`src/logic/bpu_macros.svh`:
```
`ifndef BPU_MACROS_SVH
`define BPU_MACROS_SVH

// address and instruction width
`define XLEN 32

// bimodal direction table, indexed by pc[9:1]
`define BIMODAL_ENTRIES 512
`define BIMODAL_IDX_W   9

// direct-mapped btb, index pc[9:2], tag pc[31:10]
`define BTB_ENTRIES 256
`define BTB_IDX_W   8
`define BTB_TAG_W   22

// return address stack, pointer one bit wider to hold "full"
`define RAS_DEPTH 8
`define RAS_PTR_W 4

`define OPC_BRANCH 7'b1100011
`define OPC_JAL    7'b1101111
`define OPC_JALR   7'b1100111

`define CTR_INIT 2'b01 // weakly not taken

`endif

```
`src/logic/bpu_pkg.sv`:
```
`include "bpu_macros.svh"

package bpu_pkg;

    typedef logic [`XLEN-1:0] addr_t;

    // conditional branch layout
    typedef struct packed {
        logic       imm12;
        logic [5:0] imm10_5;
        logic [4:0] rs2;
        logic [4:0] rs1;
        logic [2:0] funct3;
        logic [3:0] imm4_1;
        logic       imm11;
        logic [6:0] opcode;
    } b_type_t;

    // jal layout
    typedef struct packed {
        logic       imm20;
        logic [9:0] imm10_1;
        logic       imm11;
        logic [7:0] imm19_12;
        logic [4:0] rd;
        logic [6:0] opcode;
    } j_type_t;

    // jalr layout
    typedef struct packed {
        logic [11:0] imm;
        logic [4:0]  rs1;
        logic [2:0]  funct3;
        logic [4:0]  rd;
        logic [6:0]  opcode;
    } i_type_t;

    typedef union packed {
        b_type_t b;
        j_type_t j;
        i_type_t i;
    } inst_u;

    // resolved control instruction from execute
    typedef struct packed {
        logic  valid;
        logic  taken;
        addr_t pc;
        addr_t target;
        inst_u inst;
    } upd_t;

    typedef struct packed {
        logic  valid;
        addr_t addr; // return address of the call
    } push_t;

    typedef struct packed {
        logic  is_ctrl;
        logic  taken;
        addr_t target;
    } pred_t;

endpackage

```
`src/logic/ras.sv`:
```
`timescale 1ns/1ns
`include "bpu_macros.svh"

module ras import bpu_pkg::*; (
    input  logic  clk,
    input  logic  rst,
    input  push_t push_i,
    input  logic  pop_i,
    output addr_t top_o,
    output logic  empty_o
);

    addr_t stack_q [`RAS_DEPTH];

    logic [`RAS_PTR_W-1:0] sp_q;   // next free slot
    logic [`RAS_PTR_W-1:0] sp_dec;
    logic [`RAS_PTR_W-1:0] sp_pop; // pointer after the pop
    logic [`RAS_PTR_W-1:0] sp_nxt;
    logic                  do_pop;
    logic                  do_push;

    assign empty_o = (sp_q == '0);
    assign sp_dec  = sp_q - 1'b1;
    assign top_o   = stack_q[sp_dec[`RAS_PTR_W-2:0]];

    // pop first, then push into the freed slot
    assign do_pop  = pop_i && !empty_o;
    assign sp_pop  = do_pop ? sp_dec : sp_q;
    assign do_push = push_i.valid && (sp_pop != `RAS_PTR_W'(`RAS_DEPTH)); // drop when full
    assign sp_nxt  = do_push ? sp_pop + 1'b1 : sp_pop;

    always_ff @(posedge clk or posedge rst) begin
        if (rst) begin
            sp_q <= '0;
        end else begin
            sp_q <= sp_nxt;
        end
    end

    always_ff @(posedge clk) begin
        if (do_push) begin
            stack_q[sp_pop[`RAS_PTR_W-2:0]] <= push_i.addr;
        end
    end

    a_sp_in_range: assert property (
        @(posedge clk) disable iff (rst) sp_q <= `RAS_PTR_W'(`RAS_DEPTH)
    );

endmodule

```
`config.mk`:
```
export PLATFORM = sky130hd
export DESIGN_NAME = ras
export DESIGN_NICKNAME = d
export VERILOG_FILES = /design/src/logic/bpu_pkg.sv /design/src/logic/ras.sv
export VERILOG_INCLUDE_DIRS = /design/src /design/src/logic
export SDC_FILE = /design/constraint.sdc
export NUM_CORES = 1
export LEC_CHECK = 0
export BUFFER_PORTS_ARGS = -buffer_cell sky130_fd_sc_hd__buf_2
export CAP_MARGIN = 20
export CORE_ASPECT_RATIO = 1.2
export CORE_UTILIZATION = 54
export CTS_CLUSTER_DIAMETER = 40
export CTS_CLUSTER_SIZE = 40
export DETAILED_ROUTE_END_ITERATION = 12
export GPL_TIMING_DRIVEN = 0
export PLACE_DENSITY = 0.72
export SYNTH_ARGS = -nofsm -noshare
export SYNTH_HDL_FRONTEND = slang
export SYNTH_SLANG_ARGS = --single-unit
```
`constraint.sdc`:
```
create_clock -name clk -period 6.01 [get_ports clk]
set_clock_uncertainty 0.05 [all_clocks]
set_input_delay 0.9015 -clock clk [delete_from_list [all_inputs] [get_ports clk]]
set_output_delay 0.9015 -clock clk [all_outputs]
set_load 0.02 [all_outputs]
```
After elaboration in Yosys (flattened, before gate mapping)
Memory sizes are Yosys's and may differ from the RTL's.
Cells that the tools add are included.
{"block": "classes", "addsub": 2, "n_reduce_logical": 4, "mux": 4, "n_eq_ne": 1}
{"cell": "$mux W4", "n": 2}
{"cell": "$add A4 B1 Y4 const B", "n": 1}
{"cell": "$logic_not A4 Y1", "n": 1}
{"cell": "$ne A4 B4 Y1 const B", "n": 1}
{"cell": "$sub A4 B1 Y4 const B", "n": 1}
{"cell": "$logic_and A1 B1 Y1", "n": 2}
{"cell": "$mux W1", "n": 2}
{"cell": "$logic_not A1 Y1", "n": 1}
{"block": "totals", "inputBits": 36, "ff_bits": 4, "ram_bits": 256, "word_cells": 13, "memories": 1, "output_inout_bits": 33}
{"memory": "stack_q", "depth": 8, "width": 32, "read_ports": 1, "rd_clocked_by_memory_dff": 0, "write_ports": 1, "line": "ras.sv:13", "source": "addr_t stack_q [`RAS_DEPTH];"}

Depth between registers and ports, before layout
{"block": "logic_depth", "ltp_word": 8, "ltp_mapped": 12, "depth_no_buf": 9}

Worst setup path before layout
Ideal clock, no wire load.
{"block": "synth_timing", "kind": "register to register", "from": "register sp_q[0]", "to": "memory stack_q[1][0] (netlist bit), enable pin", "path_buffers": 4, "stages_incl_launch_ff": 13, "arrival_time_ns": 4.334, "slack_ns": 1.164, "period_less_slack_ns": 4.846, "cell_sequence": "dfrtp_1 buf_6 buf_8 buf_6 inv_1 ha_1 nor3b_1 o211a_1 buf_4 ha_1 inv_1 o211ai_1 nor3_1"}
{"block": "synth_via", "elab_chain_len": 8, "elab_cells_between_ends": 9, "cone_classes": "1 x add/sub; 1 x eq/ne; 3 x mux; 4 x reduce/logical"}
{"element": "start, declared", "line": "ras.sv:15", "source": "logic [`RAS_PTR_W-1:0] sp_q;"}
{"element": "start signal, assigned", "line": "ras.sv:36", "source": "sp_q <= sp_nxt;"}
{"element": "$logic_not A4 Y1 (*)", "line": "ras.sv:22", "source": "assign empty_o = (sp_q == '0);"}
{"element": "via empty_o", "line": "ras.sv:10", "source": "output logic empty_o"}
{"element": "$logic_not A1 Y1 (*)", "line": "ras.sv:27", "source": "assign do_pop = pop_i && !empty_o;"}
{"element": "$logic_and A1 B1 Y1 (*)", "line": "ras.sv:27"}
{"element": "$mux W4 (*)", "line": "ras.sv:28", "source": "assign sp_pop = do_pop ? sp_dec : sp_q;"}
{"element": "$ne A4 B4 Y1", "line": "ras.sv:29", "source": "assign do_push = push_i.valid && (sp_pop != `RAS_PTR_W'(`RAS_DEPTH));"}
{"element": "$logic_and A1 B1 Y1", "line": "ras.sv:29"}
{"element": "$mux W1", "line": "ras.sv:41", "source": "if (do_push) begin"}
{"element": "$mux W1", "line": "ras.sv:42", "source": "stack_q[sp_pop[`RAS_PTR_W-2:0]] <= push_i.addr;"}
{"element": "end, declared", "line": "ras.sv:13"}
The timed path passes the listed nets; every way through them passes the cells marked *.

Worst setup path after layout
{"block": "layout_timing", "from": "register sp_q[0]", "to": "output port top_o[23]"}
{"block": "layout_via", "elab_chain_len": 2}
{"element": "$sub A4 B1 Y4", "line": "ras.sv:23", "source": "assign sp_dec = sp_q - 1'b1;"}
{"element": "$mem_v2 Z8 W32"}
{"element": "end, declared", "line": "ras.sv:9", "source": "output addr_t top_o,"}
No other way between the ends.

==> flow_summary.ini <==
[run_status]
status = finished, final reports clean

[power_and_ir_drop]
p_per_area_mw_per_mm2 = 571
clkPwrFrac = 0.236
p_leak_nw = 4.12
vdd_ir_drop_max_v = 0.000309
switching_share = 0.343
p_seq_frac = 0.351
intPower_mw = 4.53
combPwrFrac = 0.413
power.switching_mw = 2.36

[synthesis]
synth.area.top_cells = edfxtp_1 (75%), mux4_1 (12%), mux4_2 (3.7%)
synth-edff-count = 256
ys_warn_count = 0
yosysUniqueCellTypes = 37
synthCells = 420
syn-cell-area_mm2 = 0.0102
synth_nets = 459
synth_most_common_cell = edfxtp_1
synthArstFlopShare = 0.0154
synth.yosys.seq_area_share = 0.761
synth_top_cell_by_area = edfxtp_1
avgSynthCellArea_um2 = 24.4
synth_seq_cells = 260
synth-main-ff-cell = edfxtp_1
synth_top_area_frac = 0.751
netlist_top_cells_count = edfxtp_1 (256), mux4_1 (47), mux2_2 (32)

[worst_setup_path]
r2r_setup_slack_ns = 1.94
reg2reg_depth = 14
arrival_ns = 3.44
startpoint = sp_q[0]$_DFF_PP0_
endpoint_kind = primary output
path_max_fanout = 10
required_ns = 5.06
r2r-start = sp_q[0]$_DFF_PP0_
start_kind = register
worstReg2RegEnd = stack_q[1][7]$_DFFE_PP_
criticalPathCategory = register to primary output

[clock_network]
insertion_delay_ns = 0.53
post_cts_buffers = 0
cts_tree = built
ctsResizeCount = 0
cts_root_buf = clkbuf_16
clkSlewWorstSetupHoldPaths_ns = 0.06
clockBufferDepth = 3
cts_hold_buf = 0
clock-sinks = 260
numCtsBuffers = 27
cts.htree.levels = 1

[sta]
final-hold-violation-count = 0
fmax_ghz = 0.228
setup_viol = 0
finalSetupTns_ns = 0
relSlewSlack = 0.296
rsz0062_at_grt = false
min_period_ns = 4.39
min_period_over_period = 0.731
holdWs_ns = 0.197
worst_pin_slew_ns = 1.05
drv_slew = 0

[floorplan]
ioPinCount = 69
start_util = 0.557
die-area_mm2 = 0.0195
die_h_um = 153
core-area_mm2 = 0.0184
die_w_um = 128
rows = 54

[route]
post_drt_via_cell_ratio = 5.73
drt-wirelength-per-cell_um = 23.4
drt-initial-drc-count = 413
dr.pass1.iters = 5
route.detailed.drc = 0
wirelength_mm = 18.9
via_count = 4622
ant_nets = 0

[global_routing]
grt-ovfl-total = 0
grt_pass1_vias = 4989
grt_antenna_before_repair = 0
grt_usage = 0.204
grt_pass1_wl_mm = 29.1
grt_start_max_net_pins = 25

[placed_design]
placed_area_mm2 = 0.0112
dp_hpwl_mm = 11.9
gp_congestion = 0.688
placed_cells = 757
io_buffers = 68

[finish]
instances_no_fill = 807
nets = 573
area_delta_synth_final_pct = 17.9
regArea_mm2 = 0.00779
final_area_mm2 = 0.0121
n_fill_cell = 1202
multi_input_area_mm2 = 0.00234
drive_above_1_share = 0.362
diodes = 0
post-route-util = 0.656

[hold_path]
hold_path_class = input pin to asynchronous set/reset pin

[job]
drv_cap = 0
## registers in the layout (all words and copies together) (netlist names)
name     cells
stack_q    256
sp_q         4
## worst max-delay path by stage
stage / to / slack [ns] / cells after the start
finish: top_o[23] / 1.62 / 10
global placement: stack_q[1][12]$_DFFE_PP_ / -1.06 / 12
CTS: top_o[10] / 1.56 / 10
floorplan: stack_q[1][0]$_DFFE_PP_ / 1.16 / 12
global route: top_o[23] / 1.45 / 10
detailed placement: stack_q[1][8]$_DFFE_PP_ / 1.91 / 14
## metal layers
metal,global-route usage,part of all wire,vias to the layer above
met5,0,0,-
met4,0.0661,0.025,0
met3,0.0316,0.045,36
met2,0.358,0.54,122
met1,0.263,0.39,2396
li1,-,-,2068
## power by group through the flow
| stage | clock network, mW | logic, mW | registers [mW] |
|---|---|---|---|
| after global routing | 1.72 | 3.02 | 2.44 |
| after floorplan | 0 | 1.95 | 2.44 |
| after global placement | 0 | 2.73 | 2.47 |
| final | 1.63 | 2.84 | 2.42 |
| after CTS | 1.65 | 2.90 | 2.42 |
| after detailed placement | 0 | 2.89 | 2.46 |
## placed cells by master, fill, tap and decap left out, types with 3 or more instances in the layout
cell type   instances
edfxtp_1          256
buf_12              4
mux2_2             32
buf_6              14
nand2b_1            3
dfrtp_1             4
mux4_2             17
inv_1               5
ha_1                3
clkinvlp_4          4
clkbuf_1           11
mux4_1             47
inv_6               5
nor2_4              4
buf_2              73
buf_8               6
nor3_2              3
clkbuf_16          27
## critical path, cell delays in order, from the launching register on
cell and delay, ns:
dfrtp_1 0.34, buf_6 0.13, buf_8 0.16, buf_6 0.20
inv_1 0.06, ha_1 0.29, buf_2 0.25, clkbuf_1 0.59
mux4_1 0.40, mux2_2 0.32, buf_2 0.17
## cell type report
class / count / area share
Timing Repair Buffer: 85 / 0.0485
Multi-Input combinational cell: 135 / 0.194
Buffer: 19 / 0.0114
Inverter: 6 / 0.00187
Clock buffer: 33 / 0.0579
Sequential cell: 260 / 0.646
Tap cell: 252 / 0.0261
Clock inverter: 17 / 0.0149
## per-stage QoR
step / power (mW) / worst slack [ns]
floorplan: 4.39 / 1.16
CTS: 6.97 / 1.56
global route: 7.18 / 1.45
detailed placement: 5.34 / 1.91
finish: 6.89 / 1.62
global placement: 5.20 / -1.06
## cell families (layout without fill, tap and decap cells)
kind of cell / count (synthesis) / count (layout) / synth area share
DFF: 260 / 260 / 0.761
muxes: 98 / 98 / 0.195
and+or+nand+nor: 22 / 22 / 0.0139
AOI/OAI and AO/OA: 9 / 9 / 0.00783
buffers and inverters: 25 / 160 / 0.0156
adders and majority gates: 3 / 3 / 0.00367
xor gates and xnor gates: 3 / 3 / 0.00257
Note: power is estimated with default switching activity, not from simulation.
