**config.mk**
```make
export PLATFORM = sky130hd
export DESIGN_NAME = bimodal_table
export DESIGN_NICKNAME = d
export VERILOG_FILES = /design/src/logic/bpu_pkg.sv /design/src/logic/bimodal_table.sv
export VERILOG_INCLUDE_DIRS = /design/src /design/src/logic
export SDC_FILE = /design/constraint.sdc
export NUM_CORES = 2
export LEC_CHECK = 0
export BUFFER_PORTS_ARGS = -buffer_cell sky130_fd_sc_hd__buf_2
export CAP_MARGIN = 20
export CORE_MARGIN = 10
export CORE_UTILIZATION = 68
export DETAILED_ROUTE_END_ITERATION = 10
export GPL_TIMING_DRIVEN = 1
export PLACE_DENSITY = 0.86
export SYNTH_ARGS = -nofsm -noshare
export SYNTH_HDL_FRONTEND = slang
export SYNTH_SLANG_ARGS = --single-unit
```
**constraint.sdc**
```tcl
create_clock -name clk -period 52 [get_ports clk]
set_clock_uncertainty 0.05 [all_clocks]
set_input_delay 2.6 -clock clk [delete_from_list [all_inputs] [get_ports clk]]
set_output_delay 2.6 -clock clk [all_outputs]
set_load 0.05 [all_outputs]
```
**src/logic/bpu_macros.svh**
```systemverilog
`ifndef BPU_MACROS_SVH
`define BPU_MACROS_SVH

// address and instruction width
`define XLEN 32

// bimodal direction table, indexed by pc[9:1]
`define BIMODAL_ENTRIES 512
`define BIMODAL_IDX_W   9

// direct-mapped btb, index pc[9:2], tag pc[31:10]
`define BTB_ENTRIES 256
`define BTB_IDX_W   8
`define BTB_TAG_W   22

// return address stack, pointer one bit wider to hold "full"
`define RAS_DEPTH 8
`define RAS_PTR_W 4

`define OPC_BRANCH 7'b1100011
`define OPC_JAL    7'b1101111
`define OPC_JALR   7'b1100111

`define CTR_INIT 2'b01 // weakly not taken

`endif

```
**src/logic/bpu_pkg.sv**
```systemverilog
`include "bpu_macros.svh"

package bpu_pkg;

    typedef logic [`XLEN-1:0] addr_t;

    // conditional branch layout
    typedef struct packed {
        logic       imm12;
        logic [5:0] imm10_5;
        logic [4:0] rs2;
        logic [4:0] rs1;
        logic [2:0] funct3;
        logic [3:0] imm4_1;
        logic       imm11;
        logic [6:0] opcode;
    } b_type_t;

    // jal layout
    typedef struct packed {
        logic       imm20;
        logic [9:0] imm10_1;
        logic       imm11;
        logic [7:0] imm19_12;
        logic [4:0] rd;
        logic [6:0] opcode;
    } j_type_t;

    // jalr layout
    typedef struct packed {
        logic [11:0] imm;
        logic [4:0]  rs1;
        logic [2:0]  funct3;
        logic [4:0]  rd;
        logic [6:0]  opcode;
    } i_type_t;

    typedef union packed {
        b_type_t b;
        j_type_t j;
        i_type_t i;
    } inst_u;

    // resolved control instruction from execute
    typedef struct packed {
        logic  valid;
        logic  taken;
        addr_t pc;
        addr_t target;
        inst_u inst;
    } upd_t;

    typedef struct packed {
        logic  valid;
        addr_t addr; // return address of the call
    } push_t;

    typedef struct packed {
        logic  is_ctrl;
        logic  taken;
        addr_t target;
    } pred_t;

endpackage

```
**src/logic/bimodal_table.sv**
```systemverilog
`timescale 1ns/1ns
`include "bpu_macros.svh"

module bimodal_table import bpu_pkg::*; (
    input  logic  clk,
    input  logic  rst,
    input  addr_t lookup_pc_i,
    input  upd_t  upd_i,
    output logic  taken_o
);

    logic [1:0] ctr_q [`BIMODAL_ENTRIES];

    logic [`BIMODAL_IDX_W-1:0] lookup_idx;
    logic [`BIMODAL_IDX_W-1:0] upd_idx;
    logic [1:0]                upd_ctr;

    // bit 0 ignored, compressed-aligned indexing
    assign lookup_idx = lookup_pc_i[`BIMODAL_IDX_W:1];
    assign upd_idx    = upd_i.pc[`BIMODAL_IDX_W:1];
    assign upd_ctr    = ctr_q[upd_idx];

    assign taken_o = ctr_q[lookup_idx][1]; // msb gives direction

    always_ff @(posedge clk or posedge rst) begin
        if (rst) begin
            for (int i = 0; i < `BIMODAL_ENTRIES; i++) begin
                ctr_q[i] <= `CTR_INIT;
            end
        end else if (upd_i.valid) begin
            if (upd_i.taken) begin
                if (upd_ctr != 2'b11) begin
                    ctr_q[upd_idx] <= upd_ctr + 2'd1;
                end
            end else begin
                if (upd_ctr != 2'b00) begin
                    ctr_q[upd_idx] <= upd_ctr - 2'd1;
                end
            end
        end
    end

endmodule

```
* Yosys cells after proc, flatten, opt, wreduce, memory -nomap -nowiden
Cells that the tools add are included.
** Storage, ports and cells
- Register bits :: 1024
- Output and inout port bits :: 1
- Input bits :: 132
- Logic and storage cells :: 538
** Operators by class
- Equal/unequal tests :: 2
- Mux-type cells :: 13
- Magnitude comparators :: 3
- Bitwise operators :: 2
- Add/sub/neg operators :: 2
- Reduce and logical (&&, ||, !) cells :: 4
** Operators by type and width (count)
- $mux 1024 :: 3
- $bwmux 1024 :: 2
- $bmux 2 s9 :: 2
- $ge 10x10->1 const B :: 2
- $not 9->10 :: 2
- $demux 2 s9 :: 1
- $lt 10x1->1 const B :: 1
- $mux 2 :: 5
- $reduce_bool 2->1 :: 2
- $reduce_and 3->1 :: 1
- $add 2x1->2 const B :: 1
- $ne 2x1->1 const B :: 1
- $ne 2x2->1 const B :: 1
- $sub 2x1->2 const B :: 1
- $logic_and 1x1->1 :: 1

* Depth between registers and ports, before layout
- Depth after elaboration :: 8
- Depth in mapped cells :: 24

* Least setup slack after synthesis
No wires, ideal clock.
- Path type :: input port to output port
- Start point :: input lookup_pc_i[1]
- End point :: output taken_o
- Required time :: 49.350 ns
- Path buffers :: 4
- Cell stages on the path :: 11
- Setup slack :: 44.266 ns
- Data arrival time :: 5.084 ns
- Path through :: buf_2 > buf_2 > buf_2 > buf_2 > mux2i_1 > o221ai_1 > o22ai_1 > o211ai_1 > o31ai_1 > a2111o_1 > nand4_1
** Between the ends
- Longest elaborated chain between the ends :: 4
** RTL lines
- start: declaration :: RTL line bimodal_table.sv:7 : input addr_t lookup_pc_i,
- $not 9->10 (implied by the code) :: RTL line bimodal_table.sv:23 : assign taken_o = ctr_q[lookup_idx][1];
- $bmux 2 s9 :: RTL line bimodal_table.sv:23
- $mux 2 (implied by the code) (2 in series) :: RTL line bimodal_table.sv:23
- end: declaration :: RTL line bimodal_table.sv:9 : output logic taken_o
No other way between the ends. The select of a mux whose other input is x is not followed.

* Worst setup path after layout
- Start point :: input upd_i[66] (netlist bit)
- End point :: register ctr_q[287] (netlist bit)
** Between the ends
- Longest elaborated chain between the ends :: 8
- Elaborated cells on any way between the ends :: 21
- Classes of those cells :: add/sub (2); order compare (2); eq/ne (2); mux (10); bitwise (1); reduce/logical (4)
** RTL lines
- start: declaration :: RTL line bimodal_table.sv:8 : input upd_t upd_i,
- $not 9->10 (implied by the code) (*) :: RTL line bimodal_table.sv:21, bimodal_table.sv:33, bimodal_table.sv:37
- $bmux 2 s9, or another cell as far along :: RTL line bimodal_table.sv:21 : assign upd_ctr = ctr_q[upd_idx];
- $mux 2 (implied by the code) / $logic_and 1x1->1 (equally long branches) :: RTL line bimodal_table.sv:21, bimodal_table.sv:33, bimodal_table.sv:37
- $mux 2 (on tied branches) :: RTL line bimodal_table.sv:21, bimodal_table.sv:33, bimodal_table.sv:37
- $sub 2x1->2, or another cell as far along :: RTL line bimodal_table.sv:37 : ctr_q[upd_idx] <= upd_ctr - 2'd1;
- $bwmux 1024 (on tied branches) :: RTL line bimodal_table.sv:37, bimodal_table.sv:33
- $mux 1024 (on tied branches) :: RTL line bimodal_table.sv:36, bimodal_table.sv:32
- $mux 1024 :: RTL line bimodal_table.sv:31 : if (upd_i.taken) begin
- end signal: indexed assignment :: RTL line bimodal_table.sv:28 : ctr_q[i] <= `CTR_INIT;
- end signal: indexed assignment :: RTL line bimodal_table.sv:33 : ctr_q[upd_idx] <= upd_ctr + 2'd1;
- end signal: indexed assignment :: RTL line bimodal_table.sv:37
- end: declaration :: RTL line bimodal_table.sv:12 : logic [1:0] ctr_q [`BIMODAL_ENTRIES];
Mark *: on every way between the ends. The rest lies on a longest branch, timed or not. The select of a mux whose other input is x is not followed.
A chain may end at the register's enable or synchronous reset.

==> key figures <==
Outcome
  – Status: finished clean

Clocking
  – Clock Path Buffers: 3
  – TritonCTS clock tree: built
  – Post-CTS Setup Inserts: 0
  – CTS Root Cell: clkbuf_16
  – CTS resizes: 0
  – Clock sink count: 1024
  – Hold Buf Count CTS: 0
  – H-tree depth: 3
  – Reg clk slew, reported paths: 60 ps
  – CTS Buf Count: 104
  – Clock latency on the worst-skew pair: 710 ps

Synth
  – Syn avg cell area: 12.1 sq um
  – Cells after Synth: 4324
  – #FFs+latches synth: 1024
  – EDFF count, synth: 0
  – Post-Syn Area: 0.0523 sq mm
  – Warnings from Yosys: 0
  – Netlist cell types: 63
  – Post-synthesis net count: 4458
  – Top FF cell, synth: dfstp_2
  – Post-synthesis sequential area ratio: 0.502
  – Ys async rst share: 1.00

Setup path
  – Crit path max fanout: 100
  – Crit end category: register
  – Required time worst endpoint: 52450 ps
  – Worst EP arrival: 10620 ps
  – Critical path type: input port to register
  – Critical Path Start Type: input port

Floorplan
  – Die area: 0.0884 sq mm
  – IO Pins: 133
  – Die Wd: 297 um
  – Site row count: 101
  – Core area: 0.0761 sq mm
  – Initial Util: 0.688
  – Die Ht: 297 um

GRT
  – Remaining global-route overflow: 0
  – Vias in the first global route: 40200
  – Wire length of the first global-routing pass: 244 mm
  – GRT Overall Usage: 0.360
  – Largest net degree at the start of global routing: 168
  – Initial antenna violation count: 8

Placed design
  – Global placer's final weighted congestion: 0.992
  – Dpl cell area: 0.0531 sq mm
  – Dpl ws: 41350 ps
  – DP HPWL: 95.3 mm
  – Buffers added on ports: 22

Min path
  – Type of the most critical hold path: register to register

Final layout
  – Area Growth Syn to Fin: 8.25%
  – Layout cells sized above 1: 0.386
  – Nets: 4353
  – Most frequent cells in the layout: nand2_1, dfstp_2, dfrtp_1, mux2_2, o21ai_0
  – Commonest non-fill, non-tap cell in the layout: nand2_1
  – Post-route cell area: 0.0566 sq mm

Drt
  – DRT iter0 DRCs: 5698
  – DRT Pass-1 Iters: 10
  – Drt via density: 7.29
  – Total number of vias: 39000
  – DRT Wirelength: 161 mm
  – Antenna viol nets, final: 0
  – Routed WL per cell: 30.1 um
  – Detailed-route DRC error count: 0

Flow run
  – Max Cap Viol: 0

Timing
  – Min setup slack post-route: 41830 ps
  – Highest Clock Rate: 0.0984 GHz
  – Final hold violation count: 0
  – RSZ-0062 raised after global routing: no
  – WHS: 413 ps
  – Worst slew pin tran: 1260 ps
  – Period utilization: 0.196
  – Max-slew violation count: 0
  – Min cycle time layout: 10170 ps
  – Setup Viol. Count Final: 0
  – Final TNS setup: 0 ps
  – Rel. slew slack: 0.150

Pwr
  – Power per standard cell area: 31.4 mW/mm^2
  – VDD IR-drop max: 45.8 uV
  – Lkg Pwr: 22.9 nW
  – Final Total Pwr: 1.78 mW
## worst max-delay path: stages
cell and delay (ps):
buf_8 540, buf_4 800, buf_12 530, mux4_2 610
o2111ai_1 260, nand4_1 340, a2111oi_0 1080, o2111a_1 420
nand3_1 110, ha_1 240, mux2i_1 170, nand2_1 130
or3_1 500, nor3_2 660, buf_4 690, nand2_1 240
nand2_1 160, o21ai_0 110
## synthesized netlist by cell type (all sizes together) (2+ instances only)
master   instances  share of area
nand4           11         0.0013
or3b             3        0.00050
o211ai           9         0.0013
nor2           318          0.023
a211oi           5        0.00072
o2111ai          4        0.00067
a2111oi          2        0.00033
nor2b            8        0.00096
o22ai           33         0.0039
o21ai          496          0.047
a21oi           48         0.0046
o2111a           2        0.00043
ha               2        0.00048
a2111o           3        0.00065
or3              4        0.00048
a22oi           17         0.0024
dfrtp          512           0.24
clkbuf         190          0.014
and2             3        0.00036
buf            127          0.013
o31ai            2        0.00029
mux2           547           0.12
nand3b           4        0.00057
mux4           365           0.16
nor3b            4        0.00057
nor4             5        0.00060
dfstp          512           0.26
nand2          816          0.059
inv              9        0.00065
clkinv           2        0.00014
a311oi           2        0.00033
nand3           12         0.0011
mux2i          150          0.029
nand2b           5        0.00060
a22o             3        0.00050
and3             4        0.00048
o221ai          58         0.0097
nor3             8        0.00077
## per-stage QoR
step | instances | util
floorplan | 4324 | -
global placement | 5139 | 0.698
detailed placement | 5139 | 0.698
CTS | 5336 | 0.743
global route | 5340 | 0.744
finish | 5346 | 0.744
## area by class of cell
type	instances	area [sq um]
diodes	6	15.0
clock buffers	169	3250
clock inverters	28	190
fillers	4604	19500
inverters	11	51.3
multi-input cells	2972	24700
flip-flops and latches	1024	26300
well taps	1030	1290
repair buffers	106	823
## final timing paths
check                      cells after the start       from                endpoint  slack [ps]
setup / recovery                              18  upd_i[66]  ctr_q[287]$_DFFE_PP0P_       41830
hold / removal                                 2   register                register         410
setup reg to reg                              16   register  ctr_q[287]$_DFFE_PP0P_       44960
hold reg to reg                                2   register                register         410
max in group asynchronous                      4        rst  ctr_q[527]$_DFFE_PP0P_       47380
min in group asynchronous                      2        rst  ctr_q[911]$_DFFE_PP0P_        2060
## cells by family after synthesis
kind of cell,synth area share
buffers and inverters,0.0275
and+or+nand+nor,0.0907
adders and majority gates,0.000478
muxes,0.304
DFF,0.502
xor gates and xnor gates,0.000335
AOI/OAI and AO/OA,0.0753
## power by group
| group | switching (mW) | total (mW) | leakage, nW | internal, mW |
|---|---|---|---|---|
| sequential | 0.0166 | 0.851 | 12.4 | 0.834 |
| combinational | 0.115 | 0.167 | 8.79 | 0.0529 |
| clock | 0.326 | 0.757 | 1.70 | 0.432 |
## layer usage
layer | GRT usage | vias up | share of wire
li1 | - | 15600 | -
met1 | 0.444 | 19400 | 0.34
met2 | 0.525 | 3007 | 0.43
met3 | 0.134 | 970 | 0.14
met4 | 0.249 | 8 | 0.083
met5 | 0.00332 | - | 0.00040
(Power assumes the default switching activity.)
