<file path="src/logic/bpu_macros.svh">
`ifndef BPU_MACROS_SVH
`define BPU_MACROS_SVH

// address and instruction width
`define XLEN 32

// bimodal direction table, indexed by pc[9:1]
`define BIMODAL_ENTRIES 512
`define BIMODAL_IDX_W   9

// direct-mapped btb, index pc[9:2], tag pc[31:10]
`define BTB_ENTRIES 256
`define BTB_IDX_W   8
`define BTB_TAG_W   22

// return address stack, pointer one bit wider to hold "full"
`define RAS_DEPTH 8
`define RAS_PTR_W 4

`define OPC_BRANCH 7'b1100011
`define OPC_JAL    7'b1101111
`define OPC_JALR   7'b1100111

`define CTR_INIT 2'b01 // weakly not taken

`endif

</file>
<file path="src/logic/bpu_pkg.sv">
`include "bpu_macros.svh"

package bpu_pkg;

    typedef logic [`XLEN-1:0] addr_t;

    // conditional branch layout
    typedef struct packed {
        logic       imm12;
        logic [5:0] imm10_5;
        logic [4:0] rs2;
        logic [4:0] rs1;
        logic [2:0] funct3;
        logic [3:0] imm4_1;
        logic       imm11;
        logic [6:0] opcode;
    } b_type_t;

    // jal layout
    typedef struct packed {
        logic       imm20;
        logic [9:0] imm10_1;
        logic       imm11;
        logic [7:0] imm19_12;
        logic [4:0] rd;
        logic [6:0] opcode;
    } j_type_t;

    // jalr layout
    typedef struct packed {
        logic [11:0] imm;
        logic [4:0]  rs1;
        logic [2:0]  funct3;
        logic [4:0]  rd;
        logic [6:0]  opcode;
    } i_type_t;

    typedef union packed {
        b_type_t b;
        j_type_t j;
        i_type_t i;
    } inst_u;

    // resolved control instruction from execute
    typedef struct packed {
        logic  valid;
        logic  taken;
        addr_t pc;
        addr_t target;
        inst_u inst;
    } upd_t;

    typedef struct packed {
        logic  valid;
        addr_t addr; // return address of the call
    } push_t;

    typedef struct packed {
        logic  is_ctrl;
        logic  taken;
        addr_t target;
    } pred_t;

endpackage

</file>
<file path="src/logic/bpu_ctrl.sv">
`timescale 1ns/1ns
`include "bpu_macros.svh"

module bpu_ctrl import bpu_pkg::*; (
    input  addr_t if_pc_i,
    input  inst_u if_inst_i,
    input  upd_t  upd_i,
    input  push_t push_i,
    input  logic  stall_i,
    input  logic  bm_taken_i,
    input  logic  btb_hit_i,
    input  addr_t btb_target_i,
    input  addr_t ras_top_i,
    input  logic  ras_empty_i,
    output push_t ras_push_o,
    output logic  ras_pop_o,
    output pred_t pred_o
);

    // jalr x0, 0(x1) or jalr x0, 0(x5)
    function automatic logic is_return(inst_u w);
        logic link_src;
        link_src = (w.i.rs1 == 5'd1) || (w.i.rs1 == 5'd5);
        return (w.i.opcode == `OPC_JALR) && (w.i.rd == 5'd0) && link_src &&
               (w.i.imm == 12'd0);
    endfunction

    logic  is_branch;
    logic  is_jal;
    logic  is_jalr;
    logic  is_ret;
    addr_t b_imm;
    addr_t j_imm;
    addr_t pc_plus4;

    // opcode sits in the same place in every view
    assign is_branch = (if_inst_i.b.opcode == `OPC_BRANCH);
    assign is_jal    = (if_inst_i.j.opcode == `OPC_JAL);
    assign is_jalr   = (if_inst_i.i.opcode == `OPC_JALR);
    assign is_ret    = is_return(if_inst_i);

    assign b_imm = {{19{if_inst_i.b.imm12}}, if_inst_i.b.imm12, if_inst_i.b.imm11,
                    if_inst_i.b.imm10_5, if_inst_i.b.imm4_1, 1'b0};
    assign j_imm = {{11{if_inst_i.j.imm20}}, if_inst_i.j.imm20, if_inst_i.j.imm19_12,
                    if_inst_i.j.imm11, if_inst_i.j.imm10_1, 1'b0};
    assign pc_plus4 = if_pc_i + addr_t'(4);

    always_comb begin
        pred_o.is_ctrl = is_branch || is_jal || is_jalr;
        pred_o.taken   = 1'b0;
        pred_o.target  = pc_plus4; // fall through by default
        if (is_ret) begin
            if (!ras_empty_i) begin
                pred_o.taken  = 1'b1;
                pred_o.target = ras_top_i;
            end
        end else if (is_jalr) begin
            if (btb_hit_i) begin // indirect target only known from the btb
                pred_o.taken  = 1'b1;
                pred_o.target = btb_target_i;
            end
        end else if (is_jal) begin
            pred_o.taken  = 1'b1;
            pred_o.target = btb_hit_i ? btb_target_i : if_pc_i + j_imm;
        end else if (is_branch && bm_taken_i) begin
            pred_o.taken  = 1'b1;
            pred_o.target = btb_hit_i ? btb_target_i : if_pc_i + b_imm;
        end
    end

    // stack moves only when the pipeline advances
    assign ras_push_o.valid = push_i.valid && !stall_i;
    assign ras_push_o.addr  = push_i.addr;
    assign ras_pop_o = upd_i.valid && upd_i.taken && is_return(upd_i.inst) && !stall_i;

endmodule

</file>
<file path="config.mk">
export PLATFORM = sky130hd
export DESIGN_NAME = bpu_ctrl
export DESIGN_NICKNAME = d
export VERILOG_FILES = /design/src/logic/bpu_pkg.sv /design/src/logic/bpu_ctrl.sv
export VERILOG_INCLUDE_DIRS = /design/src /design/src/logic
export SDC_FILE = /design/constraint.sdc
export NUM_CORES = 1
export LEC_CHECK = 0
export ABC_AREA = 0
export CORE_MARGIN = 1
export CORE_UTILIZATION = 29
export DETAILED_ROUTE_END_ITERATION = 10
export DONT_BUFFER_PORTS = 1
export GPL_ROUTABILITY_DRIVEN = 0
export RECOVER_POWER = 25
export SKIP_LAST_GASP = 1
export SYNTH_ARGS = -nofsm -noshare
export SYNTH_HDL_FRONTEND = slang
export SYNTH_SLANG_ARGS = --single-unit
</file>
<file path="constraint.sdc">
create_clock -name vclk -period 4.6
set_clock_uncertainty 0.1 [all_clocks]
set_input_delay 0.69 -clock vclk [all_inputs]
set_output_delay 0.69 -clock vclk [all_outputs]
set_load 0.01 [all_outputs]
</file>
# Word-level counts from Yosys, hierarchy flattened
# Cells that the tools add are included.
dict set report classes {
  add_sub_neg 3
  mul 0
  n_div 0
  order_cmp 0
  n_eq_ne 8
  shifts 0
  n_mux 8
  bitwise_logic 0
  reduce_logical 20
}
# cell count
set ops {}
lappend ops {{$mux 33} 6}
lappend ops {{$add 32x32->32} 2}
lappend ops {{$mux 32} 2}
lappend ops {{$add 32x3->32 const B} 1}
lappend ops {{$eq 7x7->1 const B} 4}
lappend ops {{$logic_not 12->1} 2}
lappend ops {{$logic_and 1x1->1} 11}
lappend ops {{$eq 5x1->1 const B} 2}
lappend ops {{$eq 5x3->1 const B} 2}
lappend ops {{$logic_not 5->1} 2}
lappend ops {{$logic_or 1x1->1} 4}
lappend ops {{$logic_not 1->1} 1}
dict set report totals {
  ff_bits 0
  latchBits 0
  ram_bits 0
  rom_bits 0
  in_bits 263
  output_inout_bits 68
  wordCells 39
  mem_count 0
}

# Longest topological paths before layout
# Gate-level depths: netlist of run 1.
dict set report depth {
  ltp_word 6
  mapped_depth 11
  ltp_nobuf 11
}

# Worst setup path before layout of run 1
# OpenSTA, ideal clock, no wires.
dict set report synth_path {
  kind {input-to-output}
  startpoint {input port if_pc_i[1]}
  endpoint {output port pred_o[27] (netlist name)}
  t_arrival_ps 3122
  required_ps 3810
  setup_slack_ps 688
  cell_stages 11
  cell_sequence {ha_1 fa_1 a21o_1 a21oi_2 o21ai_2 a32o_1 a31o_1 a311oi_2 mux2i_1 a31o_1 a22oi_1}
}
# element line_no
set synth_lines {}
lappend synth_lines {{from (decl)} bpu_ctrl.sv:5} ;# input addr_t if_pc_i,
lappend synth_lines {{to (decl)} bpu_ctrl.sv:17} ;# output pred_t pred_o

==> results of run 1 <==
## logic make-up (layout without fill, tap and decap cells)
group,Yosys count,in the layout,share of synthesized area [%]
compound gates,306,306,39.5
fa+ha+maj,46,46,11.3
buf+inv,91,42,9.18
xor+xnor,62,62,10.4
mux,13,13,2.50
simple gates,284,284,27.0
other cells,0,1,0
## report_power, final
group / switching [mW] / total [mW] / internal [mW]
sequential: 0 / 0 / 0
clock: 0 / 0.0000000291 / 0.0000000291
combinational: 0.330 / 0.557 / 0.227
total: 0.330 / 0.557 / 0.227
## per-stage QoR
stage          total power [mW]  hold slack (ns)  setup slack, ns  area (um2)
3_5_place_dp              0.540             1.28            0.314        5290
4_1_cts                   0.544             1.28            0.302        5290
3_3_place_gp              0.537             1.28            0.335        5290
2_1_floorplan             0.461             1.33            0.688        5210
5_1_grt                   0.608             1.28            0.123        5290
6_report                  0.557             1.28            0.215        5290
## final cells by class
class / count / area (um2) / area share [%]
Multi-Input combinational cell: 711 / 4750 / 89.9
Antenna cell: 1 / 2.50 / 0.0473
Inverter: 17 / 63.8 / 1.21
Tap cell: 225 / 282 / 5.32
Timing Repair Buffer: 25 / 188 / 3.55
## per-layer routing
metal | GRT usage (%) | wire (um) | part of all wire [%]
met4 | 6.54 | 671 | 3.0
met1 | 31.2 | 9380 | 42
met2 | 34.8 | 9560 | 43
met3 | 6.11 | 2810 | 13
met5 | 0 | 13 | 0.058
## path summary, 6_finish.rpt
check                         to  slack [ns]  depth (start not counted)
setup / recovery      pred_o[30]        0.21                         10
hold / removal    ras_push_o[13]        1.28                          0
## Yosys cell counts, types with 13 or more instances
master | number | area, um2
nand2_1 | 96 | 360
a21oi_1 | 70 | 350
o21ai_0 | 65 | 325
nor2_1 | 52 | 195
ha_1 | 44 | 551
xnor2_1 | 33 | 289
buf_4 | 32 | 240
clkbuf_1 | 32 | 120
nand3_1 | 30 | 150
xor2_1 | 29 | 254
a21o_1 | 23 | 173
a211oi_1 | 17 | 128
inv_1 | 17 | 63.8
and3_1 | 16 | 100
nor3_1 | 16 | 80.1
o22ai_1 | 14 | 87.6
mux2i_1 | 13 | 130
==> summary.txt, run 1 <==
Max Cap Viol: 0
Vias: 6245
syn_area_per_cell: 6.49 um2
Inst Count DP: 978
IO Port Bufs: 0
setup TNS: 0 ns
fin util: 30.4%
vias in the first global route: 5589
CLK BUF: 0
type of origin of the critical path: primary input
Worst slew margin: 46.4%
Netlist cell types: 79
post-synthesis sequential area ratio: 0%
outcome: finished, final reports clean
worst path bufs/invs: 0
post-route minimum period: 4.39 ns
die height: 136 um
CP Class: primary input to primary output
Avg WL per Cell: 22.9 um
Initial Util: 29.9%
cell family with most CP delay: compound AO/OA/AOI/OAI gates
Core Region: 0.0174 mm2
RSZ-0062 raised after global routing: false
worst slew pin tran: 0.804 ns
P per Cell Area: 105 mW/mm2
Crit path largest cell delay: 0.57 ns
hold buffers post-CTS: 0
Final Hold Fails: 0
postcts setup bufs: 0
Netlist Area Pre-Place: 0.00521 mm2
Reg area: 0 um2
Final Net Count: 1064
FFs & Latches: 0
setup violators final: 0
Vias/cell: 6.38
overflow left after global routing: 0
DR DRC count: 0
Tcrit/Tclk final: 95.3%
WL final: 22400 um
Critical Path End Type: primary output
Hold Path Origin: push_i[13]
non-filler cells, final: 979
Die Wd: 136 um
share of cells above drive strength 1: 7.04%
initial DRC count: 506
Initial DRT Pass Iterations: 5
commonest non-fill, non-tap cell in the layout: nand2_1
largest net degree at the start of global routing: 48
first-pass GRT wire length: 32800 um
die area: 0.0185 mm2
most frequent cells in the layout: nand2_1, a21oi_1, o21ai_0
DP Wirelength: 18100 um
Post-CTS Resized: 0
Worst EP arrival: 3.60 ns
cell chain of the critical path: ha_1, o21ai_0, o21ai_0, a41oi_1, a21oi_1, a31o_2, a31oi_1, xor2_1, o221ai_1, a2bb2oi_1
Critical Path Start: if_pc_i[3]
Slowest cell on crit path: o21ai_0
Peak supply drop: 0.0296 mV
GRT Overall Usage: 22.9%
initial antenna violation count: 2
worst-path fanout max: 4
Hold/Removal Path Class: primary input to primary output
fillers: 1970
Layout area overhead: 1.54%
Syn. warnings: 0
CP required: 3.81 ns
Post-Syn Instances: 802
CP dominant cell by count: o21ai_0
Syn Nets: 1111
# IOs: 331
leak pwr: 2.04 nW
Fmax achieved: 0.228 GHz
fin. max-slew vios: 0
Antenna Violating Nets Remaining: 0
row count: 48
(Power assumes the default switching activity.)
==> run 2, diff against run 1 <==
--- a/config.mk
+++ b/config.mk
@@ -12,6 +12,7 @@
 export DETAILED_ROUTE_END_ITERATION = 10
 export DONT_BUFFER_PORTS = 1
 export GPL_ROUTABILITY_DRIVEN = 0
+export PLACE_DENSITY = 0.53
 export RECOVER_POWER = 25
 export SKIP_LAST_GASP = 1
 export SYNTH_ARGS = -nofsm -noshare
==> run 2 against run 1 <==
Against the previous run: setup slack improved by 0.060 ns; clock-buffer cell count is the same; maximum frequency rose by 1.4%; first-iteration DRC count up 7.3%; critical path type unchanged.
==> summary.txt, run 2 (same netlist as run 1, synthesis figures left out) <==
overflow left after global routing: 0
setup TNS: 0 ns
Reg area: 0 um2
Hold EP: ras_push_o[13]
Tcrit/Tclk final: 94.0%
setup violators final: 0
postcts setup bufs: 0
CP Class: primary input to primary output
fin. max-slew vios: 0
fillers: 1957
Worst EP arrival: 3.54 ns
leak pwr: 2.05 nW
Final Net Count: 1067
most frequent cells in the layout: nand2_1, a21oi_1, o21ai_0
Peak supply drop: 0.0303 mV
Final Hold Fails: 0
Layout area overhead: 1.97%
FFs & Latches: 0
IO Port Bufs: 0
die height: 136 um
WL final: 22600 um
first-pass GRT wire length: 33100 um
Core Region: 0.0174 mm2
Hold/Removal Path Class: primary input to primary output
worst slew pin tran: 0.770 ns
post-route minimum period: 4.33 ns
Hold Path Origin: push_i[13]
share of cells above drive strength 1: 7.41%
pre-CTS WS: 0.356 ns
Antenna Violating Nets Remaining: 0
Initial DRT Pass Iterations: 7
hold buffers post-CTS: 0
RSZ-0062 raised after global routing: false
outcome: finished, final reports clean
vias in the first global route: 5590
P per Cell Area: 106 mW/mm2
Post-CTS Resized: 0
CLK BUF: 0
DP Wirelength: 18400 um
final setup margin: 0.274 ns
Multi-input gate area: 0.00475 mm2
Critical Path End Type: primary output
Fmax achieved: 0.231 GHz
Max Cap Viol: 0
commonest non-fill, non-tap cell in the layout: nand2_1
# IOs: 331
initial DRC count: 543
die area: 0.0185 mm2
Avg WL per Cell: 23.0 um
non-filler cells, final: 982
Inst Count DP: 981
Vias/cell: 6.34
Initial Util: 29.9%
largest net degree at the start of global routing: 48
DR DRC count: 0
WHS: 1.28 ns
Worst slew margin: 48.6%
initial antenna violation count: 2
CP required: 3.81 ns
Worst Hold Depth: 0
row count: 48
type of origin of the critical path: primary input
GRT Overall Usage: 23.2%
worst-path fanout max: 5
Die Wd: 136 um
Vias: 6228
run 2: cell types whose count changed in the layout (fill, tap and decap cells not counted), sizes merged:
cell  delta
buf      +3
run 2: layer usage:
metal  vias up  routed length, um  track usage, %
li1       2920                  -               -
met1      2937               9820            31.2
met2       327               9440            35.6
met3        42               2810            7.23
met4         2                522            5.43
met5         -                 13               0
run 2: worst max-delay path by stage:
stage               startpoint  cells after the start    endpoint  slack [ns]
floorplan           if_pc_i[1]                     11  pred_o[27]        0.69
global placement    if_pc_i[1]                     12  pred_o[29]        0.33
detailed placement  if_pc_i[1]                     11  pred_o[27]        0.36
CTS                 if_pc_i[1]                     11  pred_o[19]        0.34
global route        if_pc_i[1]                     12  pred_o[31]        0.13
finish              if_pc_i[1]                     11  pred_o[27]        0.27
run 2: cell type report:
type | instances | area share (%)
timing repair buffer | 28 | 3.96
antenna | 1 | 0.0471
tap | 225 | 5.30
inverter | 17 | 1.20
multi-input combinational | 711 | 89.5
run 2: critical path: stages:
cell and delay, ns:
ha_1 0.22, fa_1 0.41, a21o_1 0.21, a21oi_2 0.20
o21ai_2 0.13, a32o_1 0.36, a31o_1 0.33, a311oi_2 0.32
mux2i_1 0.12, a31o_1 0.25, a22oi_1 0.29
run 2: report_power, final:
part	total (mW)	switching, mW	internal [mW]	leakage (nW)
Clock	0.0000000291	0	0.0000000291	0.00000634
Combinational	0.562	0.334	0.228	2.05
Sequential	0	0	0	0
Total	0.562	0.334	0.228	2.05
run 2: through the flow:
step                power (mW)  instance area [um2]  utilization, %
floorplan                0.461                 5210               -
detailed placement       0.545                 5310            30.5
finish                   0.562                 5310            30.5
global route             0.613                 5310            30.5
global placement         0.545                 5310            30.5
CTS                      0.549                 5310            30.5
